$ cat src/hw/axi_pkg.sv
package axi_pkg;

  // Bus widths, shared by both sides of the bridge
  localparam int ADDR_W = 16;
  localparam int DATA_W = 32;
  localparam int ID_W   = 4;

  typedef logic [ADDR_W-1:0] axi_addr_t;
  typedef logic [DATA_W-1:0] axi_data_t;
  typedef logic [ID_W-1:0]   axi_id_t;

  // Beats minus one
  typedef logic [7:0] axi_len_t;
  // Log2 of bytes per beat
  typedef logic [2:0] axi_size_t;
  typedef logic [1:0] axi_burst_t;
  typedef logic [1:0] axi_resp_t;

  // Burst type codes, code 3 is reserved
  localparam axi_burst_t BURST_FIXED = 2'b00;
  localparam axi_burst_t BURST_INCR  = 2'b01;
  localparam axi_burst_t BURST_WRAP  = 2'b10;

  localparam axi_resp_t RESP_OKAY   = 2'b00;
  localparam axi_resp_t RESP_SLVERR = 2'b10;

endpackage

$ cat src/hw/bridge_pkg.sv
package bridge_pkg;

  // Max AXI-Lite reads in flight
  localparam int TAG_DEPTH = 4;
  localparam int TAG_PTR_W = 2;
  // Occupancy needs one more bit than the pointers
  localparam int TAG_CNT_W = TAG_PTR_W + 1;

  // Beat tag packed as {id, last}
  typedef logic [$bits(axi_pkg::axi_id_t):0] beat_tag_t;

  // Burst iterator FSM
  typedef enum logic {
    ITER_IDLE,
    ITER_ISSUE
  } iter_state_t;

endpackage

$ cat src/hw/ar_beat_if.sv
`timescale 1ns/1ps

// One split read beat, iterator to reflector
interface ar_beat_if;
  import axi_pkg::*;

  logic      valid;
  axi_addr_t addr;
  axi_id_t   id;
  logic      last;
  logic      ready;

  modport src (
    output valid, addr, id, last,
    input  ready
  );

  modport dst (
    input  valid, addr, id, last,
    output ready
  );

endinterface

$ cat src/hw/axi_burst_iter_ar.sv
`timescale 1ns/1ps

module axi_burst_iter_ar (
  input  logic                 clk,
  input  logic                 i_rst_n,

  input  logic                 i_arvalid,
  input  axi_pkg::axi_id_t     i_arid,
  input  axi_pkg::axi_addr_t   i_araddr,
  input  axi_pkg::axi_len_t    i_arlen,
  input  axi_pkg::axi_size_t   i_arsize,
  input  axi_pkg::axi_burst_t  i_arburst,
  output logic                 o_arready,

  ar_beat_if.src               beat
);
  import axi_pkg::*;
  import bridge_pkg::*;

  iter_state_t state_q;

  // Held burst
  axi_addr_t   addr_q;
  axi_addr_t   wrap_mask_q;
  axi_id_t     id_q;
  axi_len_t    remain_q;
  axi_size_t   size_q;
  axi_burst_t  burst_q;

  axi_addr_t   step;
  axi_addr_t   incr_addr;
  axi_addr_t   next_addr;

  logic        ar_fire;
  logic        beat_fire;
  logic        last_beat;

  // Only accept a new burst once the previous one is fully issued
  assign o_arready = (state_q == ITER_IDLE);
  assign ar_fire   = i_arvalid && o_arready;
  assign beat_fire = beat.valid && beat.ready;
  assign last_beat = (remain_q == '0);

  assign beat.valid = (state_q == ITER_ISSUE);
  assign beat.addr  = addr_q;
  assign beat.id    = id_q;
  assign beat.last  = last_beat;

  // Next beat address
  always_comb begin
    step      = axi_addr_t'(1) << size_q;
    incr_addr = addr_q + step;
    case (burst_q)
      BURST_FIXED: begin
        next_addr = addr_q;
      end
      BURST_WRAP: begin
        // Upper bits stay on the window base, low bits roll over
        next_addr = (addr_q & ~wrap_mask_q) | (incr_addr & wrap_mask_q);
      end
      default: begin
        // INCR, and reserved code 3 handled the same way
        next_addr = incr_addr;
      end
    endcase
  end

  always_ff @(posedge clk) begin
    if (!i_rst_n) begin
      state_q  <= ITER_IDLE;
      remain_q <= '0;
    end else begin
      case (state_q)
        ITER_IDLE: begin
          if (ar_fire) begin
            state_q  <= ITER_ISSUE;
            remain_q <= i_arlen;
          end
        end
        ITER_ISSUE: begin
          if (beat_fire) begin
            if (last_beat) begin
              state_q <= ITER_IDLE;
            end else begin
              remain_q <= remain_q - 1'b1;
            end
          end
        end
        default: begin
          state_q <= ITER_IDLE;
        end
      endcase
    end
  end

  always_ff @(posedge clk) begin
    if (ar_fire) begin
      addr_q      <= i_araddr;
      id_q        <= i_arid;
      size_q      <= i_arsize;
      burst_q     <= i_arburst;
      // Window of beats times beat size, minus one
      wrap_mask_q <= ((axi_addr_t'(i_arlen) + axi_addr_t'(1)) << i_arsize) - axi_addr_t'(1);
    end else if (beat_fire && !last_beat) begin
      addr_q <= next_addr;
    end
  end

endmodule

$ cat src/hw/rd_tag_fifo.sv
`timescale 1ns/1ps

module rd_tag_fifo (
  input  logic                   clk,
  input  logic                   i_rst_n,

  input  logic                   i_push,
  input  bridge_pkg::beat_tag_t  i_push_tag,
  input  logic                   i_pop,

  output bridge_pkg::beat_tag_t  o_head_tag,
  output logic                   o_full,
  output logic                   o_empty
);
  import bridge_pkg::*;

  beat_tag_t              mem [TAG_DEPTH];
  logic [TAG_PTR_W-1:0]   wr_ptr_q;
  logic [TAG_PTR_W-1:0]   rd_ptr_q;
  logic [TAG_CNT_W-1:0]   count_q;

  logic                   do_push;
  logic                   do_pop;

  assign o_full  = (count_q == TAG_CNT_W'(TAG_DEPTH));
  assign o_empty = (count_q == '0);

  assign do_push = i_push && !o_full;
  assign do_pop  = i_pop && !o_empty;

  assign o_head_tag = mem[rd_ptr_q];

  always_ff @(posedge clk) begin
    if (do_push) begin
      mem[wr_ptr_q] <= i_push_tag;
    end
  end

  // Pointers wrap by overflow, depth is a power of two
  always_ff @(posedge clk) begin
    if (!i_rst_n) begin
      wr_ptr_q <= '0;
      rd_ptr_q <= '0;
      count_q  <= '0;
    end else begin
      if (do_push) begin
        wr_ptr_q <= wr_ptr_q + 1'b1;
      end
      if (do_pop) begin
        rd_ptr_q <= rd_ptr_q + 1'b1;
      end
      // Push and pop together leave the count as is
      case ({do_push, do_pop})
        2'b10:   count_q <= count_q + 1'b1;
        2'b01:   count_q <= count_q - 1'b1;
        default: count_q <= count_q;
      endcase
    end
  end

endmodule

$ cat src/hw/axil_rd_reflect.sv
`timescale 1ns/1ps

module axil_rd_reflect (
  input  logic                clk,
  input  logic                i_rst_n,

  ar_beat_if.dst              beat,

  // AXI-Lite manager side
  output logic                o_m_axil_arvalid,
  output axi_pkg::axi_addr_t  o_m_axil_araddr,
  input  logic                i_m_axil_arready,
  input  logic                i_m_axil_rvalid,
  input  axi_pkg::axi_data_t  i_m_axil_rdata,
  input  axi_pkg::axi_resp_t  i_m_axil_rresp,
  output logic                o_m_axil_rready,

  // AXI read data back to the burst master
  output logic                o_s_axi_rvalid,
  output axi_pkg::axi_id_t    o_s_axi_rid,
  output axi_pkg::axi_data_t  o_s_axi_rdata,
  output axi_pkg::axi_resp_t  o_s_axi_rresp,
  output logic                o_s_axi_rlast,
  input  logic                i_s_axi_rready
);
  import axi_pkg::*;
  import bridge_pkg::*;

  beat_tag_t  push_tag;
  beat_tag_t  head_tag;
  logic       fifo_full;
  logic       fifo_empty;
  logic       ar_fire;
  logic       r_fire;

  // AR side, a beat goes out only if its tag has a slot
  assign o_m_axil_arvalid = beat.valid && !fifo_full;
  assign o_m_axil_araddr  = beat.addr;
  assign beat.ready       = i_m_axil_arready && !fifo_full;

  assign ar_fire  = o_m_axil_arvalid && i_m_axil_arready;
  assign push_tag = {beat.id, beat.last};

  // R side is a straight pass with ID and last from the oldest tag
  assign o_s_axi_rvalid  = i_m_axil_rvalid;
  assign o_m_axil_rready = i_s_axi_rready;
  assign o_s_axi_rdata   = i_m_axil_rdata;
  assign o_s_axi_rresp   = i_m_axil_rresp;

  assign {o_s_axi_rid, o_s_axi_rlast} = head_tag;

  // Responses return in order, so the head always matches
  assign r_fire = i_m_axil_rvalid && i_s_axi_rready && !fifo_empty;

  rd_tag_fifo tag_fifo (
    .clk        (clk),
    .i_rst_n    (i_rst_n),
    .i_push     (ar_fire),
    .i_push_tag (push_tag),
    .i_pop      (r_fire),
    .o_head_tag (head_tag),
    .o_full     (fifo_full),
    .o_empty    (fifo_empty)
  );

endmodule

$ cat src/hw/axi_axil_rd.sv
`timescale 1ns/1ps

// Read-only AXI4 to AXI-Lite bridge, same data width on both sides
module axi_axil_rd (
  input  logic                 clk,
  input  logic                 i_rst_n,

  // AXI subordinate read address
  input  logic                 i_s_axi_arvalid,
  input  axi_pkg::axi_id_t     i_s_axi_arid,
  input  axi_pkg::axi_addr_t   i_s_axi_araddr,
  input  axi_pkg::axi_len_t    i_s_axi_arlen,
  input  axi_pkg::axi_size_t   i_s_axi_arsize,
  input  axi_pkg::axi_burst_t  i_s_axi_arburst,
  output logic                 o_s_axi_arready,

  // AXI subordinate read data
  output logic                 o_s_axi_rvalid,
  output axi_pkg::axi_id_t     o_s_axi_rid,
  output axi_pkg::axi_data_t   o_s_axi_rdata,
  output axi_pkg::axi_resp_t   o_s_axi_rresp,
  output logic                 o_s_axi_rlast,
  input  logic                 i_s_axi_rready,

  // AXI-Lite manager
  output logic                 o_m_axil_arvalid,
  output axi_pkg::axi_addr_t   o_m_axil_araddr,
  input  logic                 i_m_axil_arready,
  input  logic                 i_m_axil_rvalid,
  input  axi_pkg::axi_data_t   i_m_axil_rdata,
  input  axi_pkg::axi_resp_t   i_m_axil_rresp,
  output logic                 o_m_axil_rready
);

  ar_beat_if beat ();

  axi_burst_iter_ar burst_iter (
    .clk       (clk),
    .i_rst_n   (i_rst_n),
    .i_arvalid (i_s_axi_arvalid),
    .i_arid    (i_s_axi_arid),
    .i_araddr  (i_s_axi_araddr),
    .i_arlen   (i_s_axi_arlen),
    .i_arsize  (i_s_axi_arsize),
    .i_arburst (i_s_axi_arburst),
    .o_arready (o_s_axi_arready),
    .beat      (beat.src)
  );

  axil_rd_reflect rd_reflect (
    .clk              (clk),
    .i_rst_n          (i_rst_n),
    .beat             (beat.dst),
    .o_m_axil_arvalid (o_m_axil_arvalid),
    .o_m_axil_araddr  (o_m_axil_araddr),
    .i_m_axil_arready (i_m_axil_arready),
    .i_m_axil_rvalid  (i_m_axil_rvalid),
    .i_m_axil_rdata   (i_m_axil_rdata),
    .i_m_axil_rresp   (i_m_axil_rresp),
    .o_m_axil_rready  (o_m_axil_rready),
    .o_s_axi_rvalid   (o_s_axi_rvalid),
    .o_s_axi_rid      (o_s_axi_rid),
    .o_s_axi_rdata    (o_s_axi_rdata),
    .o_s_axi_rresp    (o_s_axi_rresp),
    .o_s_axi_rlast    (o_s_axi_rlast),
    .i_s_axi_rready   (i_s_axi_rready)
  );

endmodule

$ cat config.mk
export PLATFORM = sky130hd
export DESIGN_NAME = axi_axil_rd
export DESIGN_NICKNAME = d
export VERILOG_FILES = /design/src/hw/axi_pkg.sv /design/src/hw/bridge_pkg.sv /design/src/hw/ar_beat_if.sv /design/src/hw/axi_burst_iter_ar.sv /design/src/hw/rd_tag_fifo.sv /design/src/hw/axil_rd_reflect.sv /design/src/hw/axi_axil_rd.sv
export SDC_FILE = /design/constraint.sdc
export NUM_CORES = 1
export LEC_CHECK = 0
export ABC_AREA = 1
export BUFFER_PORTS_ARGS = -buffer_cell sky130_fd_sc_hd__buf_2
export CAP_MARGIN = 20
export CORE_MARGIN = 8
export CORE_UTILIZATION = 45
export DETAILED_ROUTE_END_ITERATION = 8
export GPL_TIMING_DRIVEN = 0
export PLACE_DENSITY_LB_ADDON = 0.08
export SLEW_MARGIN = 0
export SYNTH_ARGS = -nofsm -noshare
export SYNTH_HDL_FRONTEND = slang
export SYNTH_SLANG_ARGS = --single-unit
$ cat constraint.sdc
create_clock -name clk -period 3.1 [get_ports clk]
set_input_delay 0 -clock clk [delete_from_list [all_inputs] [get_ports clk]]
set_output_delay 0 -clock clk [all_outputs]
set_load 0.01 [all_outputs]
==> flow_summary_export.csv <==
group,metric,value,unit
die,initial_utilization,0.4579,
route,postRouteAntennaNets,0,
layout,nets,847,
pwr,power_per_cell_area,486.3,nW/um^2
sta,final_max_slew_viol_count,0,
synth,ys.flop_type,"sky130_fd_sc_hd__edfxtp_1",
clock_tree,h-tree-depth,3,
clock_tree,cts_hold_buf,22,
worst_setup_path,critical_path_arrival,2600,ps
pwr,static-leakage-power,2.842,nW
clock_tree,clock_insertion_delay_worst_skew,330,ps
layout,final_layout_size_suffix_gt1_frac,0.2763,
sta,worst_slew_margin_relative_to_its_limit,0.5143,
grt,grt_antenna_before_repair,0,
run,max_cap_violations,0,
synth,synth_nets,718,
route,drt-vias-per-instance,5.061,
route,first_pass_iters,5,
synth,postSynthCellCount,626,
route,post_drt_wl_per_cell,13.53,um
layout,post-route-cell-area,6377,um^2
worst_setup_path,worst_path_most_repeated_cell,"sky130_fd_sc_hd__nand2_1",
placement,numPlacedInstances,865,
sta,worst_pin_slew,728.6,ps
clock_tree,tritoncts,"done",
sta,fin_skew,7.020,ps
synth,postSynthRegisterBits,79,
worst_setup_path,worst-path-max-fanout,5,
worst_setup_path,setup.worst_path.class,"register to register",
layout,seqCellArea,2192,um^2
die,die_area,15210,um^2
clock_tree,clock-sinks,79,
clock_tree,clockRootBuffer,"sky130_fd_sc_hd__clkbuf_16",
grt,grt_usage,0.1641,
sta,finalHoldViolCount,0,
sta,grt_setup_unrepaired,"no",
layout,layout.cells.most_common_list,"sky130_fd_sc_hd__nand2_1 (103), sky130_fd_sc_hd__buf_2 (103), sky130_fd_sc_hd__edfxtp_1 (61), sky130_fd_sc_hd__nor2_1 (56), sky130_fd_sc_hd__inv_1 (52)",
layout,num_antenna_cells,0,
placement,detailed_place.area,5844,um^2
pwr,design_power_total,3.101,mW
synth,syn-cell-area,5184,um^2
clock_tree,worst_setup_hold_path_clk_slew,60,ps
die,floorplan.io_pins,132,
synth,synthesis.yosys.warnings,0,
layout,n_fill_cell,1052,
placement,dp.final_hpwl,9787,um
worst_setup_path,cp_required,3190,ps
grt,grt_first_pass_wirelength,20300,um
synth,yosys.cell_types.count,40,
worst_setup_path,max_stage_delay,440,ps
grt,grt_max_degree,35,
layout,syn_to_final_growth,23.03,%
synth,yosysSeqAreaShare,0.4229,
synth,synthArstFlopShare,0,
sta,fin_setup_tns,0,ps
pwr,power.ir.vdd_worst,0.0002688,V
worst_setup_path,startpoint_type,"register",
status,status,"finished, final reports clean",
clock_tree,post-cts-setup-buffer-count,0,
route,route.vias.total,4570,
die,fp.coreArea,11320,um^2
synth,syn-mean-instance-area,8.281,um^2
hold_path,min-delay-path-class,"input port to register",
worst_setup_path,crit_chain,"inv_1, nor3_1, ha_1, nand3_1, nand2_1, a21boi_0, o21ai_0, nand2_1, nand2_1, a21oi_1, nand3b_1, nand2_1",
sta,timing.final.setup_violations,0,
clock_tree,post_cts_resize_count,0,
placement,port_buffers,96,
worst_setup_path,critical_path.slowest_cell,"sky130_fd_sc_hd__edfxtp_1",
sta,min_period_over_period,0.8092,
sta,period_needed,2508,ps
route,drt_iter0_drc,250,
die,fp.dieW,123.3,um
placement,gpl_congestion,0.8504,
die,die_height,123.3,um
layout,post_route_insts_no_fill,903,
grt,globalRoute.totalOverflow,0,
layout,multiInputGateArea,2402,um^2
synth,count_of_flip_flops_with_a_built_in_enable_after_synthesis,61,
grt,grt_pass1_vias,4430,
die,core.rowCount,39,
route,post-route-drc-count,0,
sta,achievable_frequency,398.7,MHz
clock_tree,cts_inserted_buffers,9,
worst_setup_path,timing.critical_path.to_type,"register",
route,totalWireLength,12210,um
clock_tree,ctsLongestPathBuffers,2,
[stage by stage]
stage / hold WS (ps) / util / setup WS (ps)
floorplan: 91.77 / - / 914.8
global placement: 176.9 / 0.5161 / 289.5
detailed placement: 179.2 / 0.5162 / 605.7
CTS: 7.876 / 0.5633 / 600.3
global route: 46.10 / 0.5633 / 268.6
finish: 26.01 / 0.5633 / 591.5
[Yosys cell counts, types with 3 or more instances]
| library cell | number | area [um^2] |
|---|---|---|
| sky130_fd_sc_hd__inv_2 | 9 | 33.78 |
| sky130_fd_sc_hd__xor2_1 | 9 | 78.83 |
| sky130_fd_sc_hd__xnor2_1 | 10 | 87.58 |
| sky130_fd_sc_hd__nor2_2 | 5 | 31.28 |
| sky130_fd_sc_hd__a21oi_1 | 36 | 180.2 |
| sky130_fd_sc_hd__nor3_1 | 24 | 120.1 |
| sky130_fd_sc_hd__nor2_1 | 56 | 210.2 |
| sky130_fd_sc_hd__nand2_2 | 14 | 87.58 |
| sky130_fd_sc_hd__buf_4 | 37 | 277.8 |
| sky130_fd_sc_hd__nand3_2 | 14 | 140.1 |
| sky130_fd_sc_hd__buf_2 | 6 | 30.03 |
| sky130_fd_sc_hd__dfxtp_1 | 18 | 360.4 |
| sky130_fd_sc_hd__nand3_1 | 48 | 240.2 |
| sky130_fd_sc_hd__nand2_1 | 103 | 386.6 |
| sky130_fd_sc_hd__a31oi_1 | 4 | 25.02 |
| sky130_fd_sc_hd__o21ai_0 | 49 | 245.2 |
| sky130_fd_sc_hd__nand4_1 | 7 | 43.79 |
| sky130_fd_sc_hd__o21ai_1 | 3 | 15.01 |
| sky130_fd_sc_hd__edfxtp_1 | 61 | 1832 |
| sky130_fd_sc_hd__o22ai_1 | 6 | 37.54 |
| sky130_fd_sc_hd__ha_1 | 17 | 212.7 |
| sky130_fd_sc_hd__inv_1 | 52 | 195.2 |
| sky130_fd_sc_hd__a211oi_1 | 4 | 30.03 |
| sky130_fd_sc_hd__nor2_4 | 4 | 45.04 |
| sky130_fd_sc_hd__clkbuf_1 | 8 | 30.03 |
| sky130_fd_sc_hd__nand3b_1 | 3 | 22.52 |
[routing by layer]
| layer | GRT usage | vias to the layer above | part of all wire |
|---|---|---|---|
| met5 | 0 | - | 0 |
| met4 | 0.05493 | 0 | 0.0070 |
| met3 | 0.03379 | 7 | 0.052 |
| met2 | 0.2724 | 109 | 0.48 |
| met1 | 0.2089 | 2097 | 0.46 |
| li1 | - | 2357 | - |
[worst max-delay path: cells and delay by family (launching register included)]
kind	cells	cell delay [ps]
AOI/OAI and AO/OA	3	560
buffers and inverters	1	110
DFF	1	440
and+or+nand+nor	7	850
adders and majority gates	1	310
[power by group]
| part | switching (mW) | internal [mW] |
|---|---|---|
| Clock | 0.438 | 0.643 |
| Sequential | 0.0586 | 1.25 |
| Combinational | 0.422 | 0.288 |
| Total | 0.919 | 2.18 |
[cell type report]
cell class / instances / share of cell area
clock buffers: 9 / 0.03531
inverters: 63 / 0.03708
clock inverters: 7 / 0.01373
plain buffers: 53 / 0.05552
flip-flops and latches: 79 / 0.3437
repair buffers: 118 / 0.1099
well taps: 143 / 0.02806
multi-input cells: 431 / 0.3767
[kinds of logic (layout without fill, tap and decap cells)]
kind of cell / Yosys count / after routing / synth area share
AO/OA/AOI/OAI: 113 / 113 / 0.1231
XOR/XNOR: 19 / 19 / 0.03210
adder cells (fa/ha/maj): 19 / 19 / 0.04876
buffers and inverters: 116 / 250 / 0.1137
flip-flops: 79 / 79 / 0.4229
AND/OR/NAND/NOR: 280 / 280 / 0.2595
[path summary, 6_finish.rpt]
path	slack, ps	startpoint	cells after the start	to
worst max-delay path	590	burst_iter.size_q[0]	12	register
worst min-delay path	30	i_s_axi_araddr[1]	3	register
worst max register to register	590	burst_iter.size_q[0]	12	register
worst min register to register	450	rd_reflect.tag_fifo.count_q[0]	1	rd_reflect.tag_fifo.count_q[0]
Note: power is estimated with default switching activity, not from simulation.
